[src/exec_pkg.sv]
/*
  Shared widths, operation encodings and defaults for the integer execute stage.
  Referenced by scoped name from every RTL file.
*/
package exec_pkg;

  typedef logic [31:0] word_t;
  typedef logic [4:0]  reg_idx_t;

  parameter int NUM_CB_ENTRY = 16;
  typedef logic [$clog2(NUM_CB_ENTRY)-1:0] cb_index_t;

  // alu operation select
  typedef enum logic [3:0] {
    ALU_ADD  = 4'd0,
    ALU_SUB  = 4'd1,
    ALU_AND  = 4'd2,
    ALU_OR   = 4'd3,
    ALU_XOR  = 4'd4,
    ALU_SLL  = 4'd5,
    ALU_SRL  = 4'd6,
    ALU_SRA  = 4'd7,
    ALU_SLT  = 4'd8,
    ALU_SLTU = 4'd9
  } alu_op_t;

  // encoded as the riscv funct3 field
  typedef enum logic [2:0] {
    BR_EQ  = 3'd0,
    BR_NE  = 3'd1,
    BR_LT  = 3'd4,
    BR_GE  = 3'd5,
    BR_LTU = 3'd6,
    BR_GEU = 3'd7
  } br_cond_t;

  // which half of the unsigned product
  typedef enum logic {
    MUL_LO = 1'b0,
    MUL_HI = 1'b1
  } mul_op_t;

  parameter int MUL_STAGES_DEFAULT = 3;

endpackage

[src/result_if.sv]
/*
  Writeback group of one functional unit, passed to the commit latch.
*/
`timescale 1ns/1ns

interface result_if;

  logic                valid;
  exec_pkg::reg_idx_t  rd;
  exec_pkg::cb_index_t index;
  exec_pkg::word_t     wdata;

  // producing unit
  modport unit (
    output valid, rd, index, wdata
  );

  // execute-commit register
  modport commit (
    input valid, rd, index, wdata
  );

endinterface

[src/arith_unit.sv]
/*
  Combinational ALU of the execute stage. Jumps reuse its writeback path
  to return the link value pc+4.
*/
`timescale 1ns/1ns

module arith_unit (
  input  logic                au_ena,
  input  logic                jump_instr,
  input  exec_pkg::alu_op_t   alu_op,
  input  exec_pkg::word_t     port_a,
  input  exec_pkg::word_t     port_b,
  input  exec_pkg::word_t     pc,
  input  exec_pkg::reg_idx_t  rd,
  input  exec_pkg::cb_index_t index,
  result_if.unit              res
);

  exec_pkg::word_t alu_out;
  logic [4:0]      shamt;

  assign shamt = port_b[4:0];

  always_comb begin
    case (alu_op)
      exec_pkg::ALU_ADD:  alu_out = port_a + port_b;
      exec_pkg::ALU_SUB:  alu_out = port_a - port_b;
      exec_pkg::ALU_AND:  alu_out = port_a & port_b;
      exec_pkg::ALU_OR:   alu_out = port_a | port_b;
      exec_pkg::ALU_XOR:  alu_out = port_a ^ port_b;
      exec_pkg::ALU_SLL:  alu_out = port_a << shamt;
      exec_pkg::ALU_SRL:  alu_out = port_a >> shamt;
      exec_pkg::ALU_SRA:  alu_out = $signed(port_a) >>> shamt;
      exec_pkg::ALU_SLT:  alu_out = {31'b0, $signed(port_a) < $signed(port_b)};
      exec_pkg::ALU_SLTU: alu_out = {31'b0, port_a < port_b};
      default:            alu_out = '0;
    endcase
  end

  // jumps write their link register here
  assign res.valid = au_ena | jump_instr;
  assign res.wdata = jump_instr ? pc + 32'd4 : alu_out;
  assign res.rd    = rd;
  assign res.index = index;

endmodule

[src/branch_resolve.sv]
/*
  Branch compare, branch and jump targets, and the mispredict redirect.
  redirect is combinational in the issue cycle; mispredict_ff is its registered copy.
*/
`timescale 1ns/1ns

module branch_resolve (
  input  logic               CLK,
  input  logic               nRST,
  input  logic               branch_instr,
  input  logic               jump_instr,
  input  logic               jump_reg,
  input  logic               prediction,
  input  exec_pkg::br_cond_t br_cond,
  input  exec_pkg::word_t    port_a,
  input  exec_pkg::word_t    port_b,
  input  exec_pkg::word_t    pc,
  input  exec_pkg::word_t    immediate,
  output logic               taken,
  output exec_pkg::word_t    resolved_addr,
  output exec_pkg::word_t    redirect_addr,
  output logic               redirect,
  output logic               mispredict_ff
);

  logic            cond_true;
  logic            mispredict;
  exec_pkg::word_t branch_addr;
  exec_pkg::word_t jump_addr;
  exec_pkg::word_t pc4;

  always_comb begin
    case (br_cond)
      exec_pkg::BR_EQ:  cond_true = port_a == port_b;
      exec_pkg::BR_NE:  cond_true = port_a != port_b;
      exec_pkg::BR_LT:  cond_true = $signed(port_a) < $signed(port_b);
      exec_pkg::BR_GE:  cond_true = $signed(port_a) >= $signed(port_b);
      exec_pkg::BR_LTU: cond_true = port_a < port_b;
      exec_pkg::BR_GEU: cond_true = port_a >= port_b;
      default:          cond_true = 1'b0;
    endcase
  end

  assign pc4         = pc + 32'd4;
  assign branch_addr = pc + immediate;
  // jalr drops bit 0 of the sum
  assign jump_addr   = jump_reg ? ((port_a + immediate) & ~32'd1) : branch_addr;

  assign taken         = branch_instr & cond_true;
  assign resolved_addr = taken ? branch_addr : pc4;

  assign mispredict    = branch_instr & (prediction ^ cond_true);
  assign redirect      = jump_instr | mispredict;
  assign redirect_addr = jump_instr            ? jump_addr   :
                         (mispredict & taken)  ? branch_addr :
                                                 pc4;

  always_ff @(posedge CLK, negedge nRST) begin
    if (!nRST) begin
      mispredict_ff <= 1'b0;
    end else begin
      mispredict_ff <= redirect;
    end
  end

endmodule

[src/mul_pipe.sv]
/*
  Pipelined unsigned multiplier. Each stage carries a valid bit and the
  rd, index and half-select tags, so one multiply can issue every cycle.
*/
`timescale 1ns/1ns

module mul_pipe #(
  parameter int MUL_STAGES = 3
) (
  input  logic                CLK,
  input  logic                nRST,
  input  logic                mul_ena,
  input  logic                stall,
  input  logic                flush,
  input  exec_pkg::mul_op_t   mul_op,
  input  exec_pkg::word_t     port_a,
  input  exec_pkg::word_t     port_b,
  input  exec_pkg::reg_idx_t  rd,
  input  exec_pkg::cb_index_t index,
  result_if.unit              res
);

  localparam int LAST = MUL_STAGES - 1;

  logic [MUL_STAGES-1:0] vld_q;
  logic [63:0]           prod_q [MUL_STAGES];
  exec_pkg::reg_idx_t    rd_q   [MUL_STAGES];
  exec_pkg::cb_index_t   idx_q  [MUL_STAGES];
  exec_pkg::mul_op_t     op_q   [MUL_STAGES];

  // flush kills everything in flight, stall freezes it
  always_ff @(posedge CLK, negedge nRST) begin
    if (!nRST) begin
      vld_q <= '0;
    end else if (flush) begin
      vld_q <= '0;
    end else if (!stall) begin
      vld_q[0] <= mul_ena;
      for (int i = 1; i < MUL_STAGES; i++) begin
        vld_q[i] <= vld_q[i-1];
      end
    end
  end

  always_ff @(posedge CLK) begin
    if (!stall) begin
      prod_q[0] <= 64'(port_a) * 64'(port_b);
      rd_q[0]   <= rd;
      idx_q[0]  <= index;
      op_q[0]   <= mul_op;
      for (int i = 1; i < MUL_STAGES; i++) begin
        prod_q[i] <= prod_q[i-1];
        rd_q[i]   <= rd_q[i-1];
        idx_q[i]  <= idx_q[i-1];
        op_q[i]   <= op_q[i-1];
      end
    end
  end

  assign res.valid = vld_q[LAST];
  assign res.rd    = rd_q[LAST];
  assign res.index = idx_q[LAST];
  assign res.wdata = (op_q[LAST] == exec_pkg::MUL_HI) ? prod_q[LAST][63:32] : prod_q[LAST][31:0];

endmodule

[src/commit_latch.sv]
/*
  Execute-commit register for the arithmetic and multiply writeback groups
  and the branch outcome. Flush clears the valid bits, stall holds everything.
*/
`timescale 1ns/1ns

module commit_latch (
  input  logic                 CLK,
  input  logic                 nRST,
  input  logic                 flush,
  input  logic                 stall_commit,
  result_if.commit             arith,
  result_if.commit             mul,
  input  logic                 branch_valid,
  input  logic                 taken,
  input  exec_pkg::word_t      resolved_addr,
  output logic                 au_done,
  output logic                 mu_done,
  output logic                 br_valid,
  output logic                 br_taken,
  output exec_pkg::reg_idx_t   au_rd,
  output exec_pkg::reg_idx_t   mu_rd,
  output exec_pkg::cb_index_t  au_index,
  output exec_pkg::cb_index_t  mu_index,
  output exec_pkg::word_t      au_wdata,
  output exec_pkg::word_t      mu_wdata,
  output exec_pkg::word_t      br_resolved_addr
);

  // valid bits and branch outcome
  always_ff @(posedge CLK, negedge nRST) begin
    if (!nRST) begin
      au_done  <= 1'b0;
      mu_done  <= 1'b0;
      br_valid <= 1'b0;
      br_taken <= 1'b0;
    end else if (flush) begin
      au_done  <= 1'b0;
      mu_done  <= 1'b0;
      br_valid <= 1'b0;
      br_taken <= 1'b0;
    end else if (!stall_commit) begin
      au_done  <= arith.valid;
      mu_done  <= mul.valid;
      br_valid <= branch_valid;
      br_taken <= taken;
    end
  end

  // payload of both groups and the branch target
  always_ff @(posedge CLK) begin
    if (!stall_commit) begin
      au_rd            <= arith.rd;
      au_index         <= arith.index;
      au_wdata         <= arith.wdata;
      mu_rd            <= mul.rd;
      mu_index         <= mul.index;
      mu_wdata         <= mul.wdata;
      br_resolved_addr <= resolved_addr;
    end
  end

endmodule

[src/exec_stage.sv]
/*
  Integer execute stage: ALU, branch resolution, pipelined multiplier
  and the execute-commit latch. Issue strobes are ignored during a commit stall.
*/
`timescale 1ns/1ns

module exec_stage #(
  parameter int MUL_STAGES = exec_pkg::MUL_STAGES_DEFAULT
) (
  input  logic                CLK,
  input  logic                nRST,
  // issue strobes
  input  logic                au_ena,
  input  logic                mul_ena,
  input  logic                branch_instr,
  input  logic                jump_instr,
  // operands and tags
  input  exec_pkg::word_t     port_a,
  input  exec_pkg::word_t     port_b,
  input  exec_pkg::word_t     immediate,
  input  exec_pkg::word_t     pc,
  input  exec_pkg::reg_idx_t  rd,
  input  exec_pkg::cb_index_t index,
  input  exec_pkg::alu_op_t   alu_op,
  input  exec_pkg::mul_op_t   mul_op,
  input  exec_pkg::br_cond_t  br_cond,
  input  logic                prediction,
  input  logic                jump_reg,
  input  logic                flush,
  input  logic                stall_commit,
  // commit side
  output logic                au_done,
  output exec_pkg::reg_idx_t  au_rd,
  output exec_pkg::cb_index_t au_index,
  output exec_pkg::word_t     au_wdata,
  output logic                mu_done,
  output exec_pkg::reg_idx_t  mu_rd,
  output exec_pkg::cb_index_t mu_index,
  output exec_pkg::word_t     mu_wdata,
  output logic                br_valid,
  output logic                br_taken,
  output exec_pkg::word_t     br_resolved_addr,
  // fetch redirect
  output logic                redirect,
  output exec_pkg::word_t     redirect_addr,
  output logic                mispredict_ff
);

  logic            au_go;
  logic            mul_go;
  logic            br_go;
  logic            jmp_go;
  logic            taken;
  exec_pkg::word_t resolved_addr;

  result_if arith_res ();
  result_if mul_res ();

  assign au_go  = au_ena & ~stall_commit;
  assign mul_go = mul_ena & ~stall_commit;
  assign br_go  = branch_instr & ~stall_commit;
  assign jmp_go = jump_instr & ~stall_commit;

  arith_unit u_arith (
    .au_ena(au_go), .jump_instr(jmp_go), .alu_op(alu_op),
    .port_a(port_a), .port_b(port_b), .pc(pc),
    .rd(rd), .index(index), .res(arith_res.unit)
  );

  branch_resolve u_branch (
    .CLK(CLK), .nRST(nRST),
    .branch_instr(br_go), .jump_instr(jmp_go), .jump_reg(jump_reg),
    .prediction(prediction), .br_cond(br_cond),
    .port_a(port_a), .port_b(port_b), .pc(pc), .immediate(immediate),
    .taken(taken), .resolved_addr(resolved_addr), .redirect_addr(redirect_addr),
    .redirect(redirect), .mispredict_ff(mispredict_ff)
  );

  mul_pipe #(.MUL_STAGES(MUL_STAGES)) u_mul (
    .CLK(CLK), .nRST(nRST), .mul_ena(mul_go), .stall(stall_commit), .flush(flush),
    .mul_op(mul_op), .port_a(port_a), .port_b(port_b),
    .rd(rd), .index(index), .res(mul_res.unit)
  );

  commit_latch u_latch (
    .CLK(CLK), .nRST(nRST), .flush(flush), .stall_commit(stall_commit),
    .arith(arith_res.commit), .mul(mul_res.commit),
    .branch_valid(br_go | jmp_go), .taken(taken), .resolved_addr(resolved_addr),
    .au_done(au_done), .mu_done(mu_done), .br_valid(br_valid), .br_taken(br_taken),
    .au_rd(au_rd), .mu_rd(mu_rd), .au_index(au_index), .mu_index(mu_index),
    .au_wdata(au_wdata), .mu_wdata(mu_wdata), .br_resolved_addr(br_resolved_addr)
  );

endmodule

[config.mk]
export PLATFORM = sky130hd
export DESIGN_NAME = exec_stage
export DESIGN_NICKNAME = d
export VERILOG_FILES = /design/src/exec_pkg.sv /design/src/result_if.sv /design/src/arith_unit.sv /design/src/branch_resolve.sv /design/src/mul_pipe.sv /design/src/commit_latch.sv /design/src/exec_stage.sv
export SDC_FILE = /design/constraint.sdc
export NUM_CORES = 2
export LEC_CHECK = 0
export ABC_AREA = 1
export BUFFER_PORTS_ARGS = -buffer_cell sky130_fd_sc_hd__buf_2
export CORE_ASPECT_RATIO = 1.1
export CORE_UTILIZATION = 50
export CTS_CLUSTER_DIAMETER = 50
export DETAILED_ROUTE_END_ITERATION = 7
export PLACE_DENSITY = 0.67
export SYNTH_ARGS = -nofsm -noshare
export SYNTH_HDL_FRONTEND = slang
export SYNTH_SLANG_ARGS = --single-unit
[constraint.sdc]
create_clock -name CLK -period 19.46 [get_ports CLK]
set_input_delay 0.973 -clock CLK [delete_from_list [all_inputs] [get_ports CLK]]
set_output_delay 0.973 -clock CLK [all_outputs]
set_load 0.005 [all_outputs]
# After elaboration in Yosys (flattened, before gate mapping)

Memories as Yosys holds them, arrays and structs flattened. A register that Yosys moved wholly into a read port is not among the register bits.
Cells that the tools add are included.
W data, S select, Z words.

$add $sub $neg: 5
Order comparisons: 4
Bitwise operators: 15
Equality and inequality tests: 17
Reduce and logical (&&, ||, !) cells: 4
Shifts and indexed selects: 3
Multipliers: 1
Mux-type cells: 19

Operator list:

| cell                    | count |
|---|---|
| $pmux W32 S10           | 1 |
| $mux W32                | 6 |
| $add A32 B32 Y32        | 3 |
| $ge A32 B32 Y1          | 2 |
| $lt A32 B32 Y1          | 2 |
| $mul A32 B32 Y64        | 1 |
| $add A32 B3 Y32 const B | 1 |
| $and A32 B32 Y32        | 1 |
| $eq A32 B32 Y1          | 1 |
| $ne A32 B32 Y1          | 1 |
| $or A32 B32 Y32         | 1 |
| $shl A32 B5 Y32         | 1 |
| $shr A32 B5 Y32         | 1 |
| $sshr A32 B5 Y32        | 1 |
| $sub A32 B32 Y32        | 1 |
| $xor A32 B32 Y32        | 1 |
| $eq A4 B3 Y1 const B    | 4 |
| $eq A3 B3 Y1 const B    | 4 |
| $mux W1                 | 9 |
| $eq A4 B2 Y1 const B    | 2 |
| $eq A4 B4 Y1 const B    | 2 |
| $and A1 B1 Y1           | 7 |
| $mux W3                 | 2 |
| $pmux W1 S6             | 1 |
| 9 further kinds         | 12 |

Input port bits: 155
Memory bits (writable): 222
Output and inout bits: 152
Memories kept: 4
Register bits after elaboration: 113
Logic and storage cells: 83

Memories:

| name         | depth | width | rd ports | clocked after memory_dff | wr ports | line           | source |
|---|---|---|---|---|---|---|---|
| u_mul.prod_q | 3     | 64    | 3        | 0                        | 3        | mul_pipe.sv:26 | `logic [63:0] prod_q [MUL_STAGES];` |
| u_mul.rd_q   | 3     | 5     | 3        | 1                        | 3        | mul_pipe.sv:27 | `exec_pkg::reg_idx_t rd_q [MUL_STAGES];` |
| u_mul.idx_q  | 3     | 4     | 3        | 1                        | 3        | mul_pipe.sv:28 | `exec_pkg::cb_index_t idx_q [MUL_STAGES];` |
| u_mul.op_q   | 3     | 1     | 3        | 0                        | 3        | mul_pipe.sv:29 | `exec_pkg::mul_op_t op_q [MUL_STAGES];` |

# Logic depth before layout (Yosys ltp)

Depth after elaboration: 7
Mapped depth: 33

# Modules after synthesis

Synthesis repeated with hierarchy kept, for this count alone.

Cell total of the unflattened synthesis: 8,986
Area, all modules: 65,420.2 um^2

Modules (own cells, without submodules):

| module         | times used | area an instance (um^2) | cells an instance |
|---|---|---|---|
| mul_pipe       | 1          | 43,305.3                | 5,240 |
| arith_unit     | 1          | 11,561.1                | 2,334 |
| branch_resolve | 1          | 6,924.1                 | 1,269 |
| commit_latch   | 1          | 3,587.2                 | 133 |
| exec_stage     | 1          | 42.5                    | 10 |

# Worst setup path before layout

No wires, ideal clock.

Kind: input-to-output
Start: input port stall_commit
End: output port redirect_addr[0]
Cell stages on the path: 8
Data arrival time: 9.927 ns
Data required time: 18.487 ns
Setup slack: 8.560 ns
Buffers on the path: 3
Cells stage by stage: clkbuf_1 > inv_1 > nand2_1 > inv_1 > clkbuf_1 > clkbuf_1 > nand3_1 > nand2_1

Longest elaborated chain between the ends: 6

RTL lines:

| element                          | line                                       | source |
|---|---|---|
| start, declared                  | exec_stage.sv:30                           | `input logic stall_commit,` |
| $not A1 Y1 (*)                   | exec_stage.sv:61, exec_stage.sv:62         |  |
| $and A1 B1 Y1                    | exec_stage.sv:61                           | `assign br_go = branch_instr & ~stall_commit;` |
| $and A1 B1 Y1 (on tied branches) | branch_resolve.sv:52, branch_resolve.sv:49 |  |
| $and A1 B1 Y1                    | branch_resolve.sv:55                       | `(mispredict & taken) ? branch_addr :` |
| $mux W32                         | branch_resolve.sv:55                       |  |
| $mux W32 (*)                     | branch_resolve.sv:54                       | `assign redirect_addr = jump_instr ? jump_addr :` |
| end, declared                    | exec_stage.sv:45                           | `output exec_pkg::word_t redirect_addr,` |

Mark *: on every way between the ends. The rest lies on a longest branch, timed or not.

==> reports/metrics.json <==
{
  "place": {
    "place_congestion": 1.07,
    "dp.final_hpwl_mm": 184,
    "portBuffers": 306
  },
  "floorplan": {
    "coreArea_um2": 119000,
    "fp.dieW_um": 333,
    "design.portCount": 307,
    "row_count": 133,
    "start_util_pct": 50.4,
    "dieArea_um2": 122000,
    "chipHeight_um": 366
  },
  "finish": {
    "area_delta_synth_final_pct": 6.55,
    "drive_gt1_share_pct": 7.30,
    "finalNetCount": 9378,
    "n_fill_cell": 11600,
    "ff_latch_area_um2": 10000,
    "multiInputGateArea_um2": 41400
  },
  "logic_synthesis": {
    "yosys_warnings": 0,
    "synth_cell_type_count": 61,
    "synth_flop_cell": "edfxtp_1",
    "post_synthesis_sequential_area_ratio_pct": 16.6,
    "synth-async-reset-ratio_pct": 2.39,
    "avgSynthCellArea_um2": 7.70,
    "synth-edff-count": 327,
    "synthesis.area_um2": 60200,
    "number_of_synthesized_register_bits": 335,
    "synth_fp_nets": 9295,
    "cell_count_after_synthesis": 7817
  },
  "cts": {
    "numClockSinks": 335,
    "ctsLongestPathBuffers": 3,
    "tritoncts.num_buffers": 38,
    "ctsHoldBuffers": 0,
    "cts.repair_timing.setup_buffer_count": 0,
    "cts_root_buffer": "clkbuf_16",
    "cts_resized": 0,
    "htree_depth": 2,
    "clkTransAtPathRegs_ns": 0.06,
    "clock_latency_ns": 0.58,
    "tritoncts_clock_tree": "built"
  },
  "drt": {
    "ant_nets": 0,
    "drtPass1Iterations": 6,
    "first_iter_violations": 6080,
    "wl_per_cell_um": 24.4,
    "vias_per_cell": 5.69,
    "detail_route.drc_violations": 0,
    "drt_wl_total_mm": 232,
    "vias": 54000
  },
  "critical_path": {
    "setup.worst_path.start_class": "input port",
    "cp.arrival_ns": 9.15,
    "worst_path_max_delay_cell": "nor4_1",
    "worstSetupEndpointType": "flip-flop",
    "reg2reg_setup_slack_ns": 18.03,
    "cp_max_fo": 57,
    "data_required_critical_path_ns": 19.77,
    "timing.critical_path.slowest_cell_delay_ns": 0.69,
    "criticalPathCategory": "in2reg"
  },
  "global_route": {
    "overall_overflow_remaining_after_global_route": 0,
    "grt_first_pass_wirelength_mm": 341,
    "grt_usage_pct": 37.9,
    "antenna_found_initial": 17,
    "grt_start_max_net_pins": 96,
    "first_global_vias": 53400
  },
  "sta": {
    "achievable-frequency_mhz": 113,
    "tightest_slew_ns": 1.09,
    "final.setup.tns_ns": 0,
    "worst_clock_skew_ns": 0.0253,
    "final_hold_viol_count": 0,
    "post-route-min-period_ns": 8.84,
    "grt_setup_unrepaired": "no",
    "final.period_utilization_pct": 45.4,
    "max_slew_margin_pct": 26.5,
    "slew_viol_final": 0,
    "final-setup-viol-count": 0
  },
  "outcome": {
    "run_status": "complete, no violations"
  },
  "job": {
    "maxCapViolations": 0
  },
  "worst_hold_path": {
    "hold_class": "in2async"
  }
}
==> through the flow <==
stage	area (um^2)	util, %	instances	hold slack (ns)	setup slack, ns
floorplan	60200	-	7817	0.400	8.56
CTS	64100	53.7	9480	0.218	10.80
detailed placement	62900	52.7	9412	0.405	10.22
global placement	62900	52.7	9412	0.401	10.15
finish	64200	53.7	9486	0.240	10.62
global route	64200	53.7	9486	0.233	10.36
==> flip-flops by register name, summed over array words and instances (netlist names) <==
signal,flops
u_mul.prod_q,192
u_latch.au_wdata,32
u_latch.br_resolved_addr,32
u_latch.mu_wdata,32
u_mul.idx_q,12
u_mul.rd_q,10
u_latch.au_rd,5
u_latch.mu_rd,5
u_latch.mu_index,4
u_mul.op_q,3
u_mul.vld_q,3
u_branch.mispredict_ff,1
u_latch.au_done,1
u_latch.br_taken,1
u_latch.br_valid,1
u_latch.mu_done,1
==> logic make-up (layout without fill, tap and decap cells) <==
logic type / Yosys count / in the layout / share of synthesized area, %
simple gates: 2737 / 2737 / 18.4
flops: 335 / 335 / 16.6
mux: 44 / 44 / 0.798
xor+xnor: 126 / 126 / 1.83
compound gates: 942 / 942 / 9.00
other cells: 0 / 6 / 0
fa+ha+maj: 1323 / 1323 / 38.7
buf+inv: 2310 / 2421 / 14.6
==> synthesized netlist by cell type (10+ instances only) <==
master	count	area, um^2
nand4_1	75	469
xnor2_1	49	429
inv_2	19	71.3
o21bai_1	25	188
o22ai_1	24	150
xor2_1	77	674
mux2i_1	12	120
a221oi_1	10	87.6
nor3_1	59	295
or2_2	11	68.8
nand2_1	1937	7270
nor2_1	353	1330
buf_2	29	145
clkbuf_1	283	1060
fa_1	899	18000
nor2_2	11	68.8
ha_1	424	5310
edfxtp_1	327	9820
buf_1	24	90.1
inv_1	1936	7270
o21ai_2	24	210
o21ai_0	337	1690
a21o_1	19	143
a31oi_1	38	238
o21ai_1	24	120
a211oi_1	15	113
o211ai_1	48	360
nand3_1	236	1180
a21oi_1	307	1540
mux2_2	32	360
nor4_1	18	113
o21a_1	23	173
==> layout make-up <==
class	count	share of cell area, %
antenna	6	0.0234
clock buffer	44	1.52
clock inverter	24	0.390
inverter	1959	11.5
multi-input combinational	5172	64.5
sequential	335	15.6
tap	1552	3.03
timing repair buffer	394	3.42
==> critical path, delay by kind of cell <==
| kind | cells | cell delay, ns |
|---|---|---|
| fa+ha+maj | 9 | 4.13 |
| compound gates | 1 | 0.12 |
| simple gates | 7 | 2.15 |
| xor+xnor | 1 | 0.11 |
| buf+inv | 8 | 1.58 |
==> final timing paths <==
path                                              start                          endpoint  cells after the start
min in group CLK           u_mul.prod_q[0][4]$_DFFE_PN_     u_mul.prod_q[0][68]$_DFFE_PN_                      0
max reg2reg                  u_mul.op_q[0][2]$_DFFE_PN_    u_latch.mu_wdata[21]$_DFFE_PN_                      2
max                                           port_b[2]     u_mul.prod_q[0][58]$_DFFE_PN_                     26
min                                                nRST  u_branch.mispredict_ff$_DFF_PN0_                      1
min reg2reg                u_mul.prod_q[0][4]$_DFFE_PN_     u_mul.prod_q[0][68]$_DFFE_PN_                      0
max in group asynchronous                          nRST        u_mul.vld_q[0]$_DFFE_PN0P_                      1
==> per-layer routing <==
metal	vias up	part of all wire (%)	track usage, %
met5	-	0.012	0
met4	4	8.1	25.6
met3	714	8.9	5.10
met2	2954	45	58.8
met1	26400	39	49.6
li1	23900	-	-
==> placed cells by master (no fill, tap or decap), types with 49 or more instances in the layout <==
cell / netlist / routed
xnor2_1: 49 / 49
nand4_1: 75 / 75
edfxtp_1: 327 / 327
inv_1: 1936 / 1934
buf_2: 29 / 306
nand3_1: 236 / 236
nor2_1: 353 / 352
nor3_1: 59 / 59
buf_4: 6 / 88
nand2_1: 1937 / 1936
ha_1: 424 / 424
o21ai_0: 337 / 337
fa_1: 899 / 899
xor2_1: 77 / 77
a21oi_1: 307 / 307
Power is left out: the tool's default activity adds up to more than one toggle a clock period on the data nets, which glitch-free logic cannot reach.
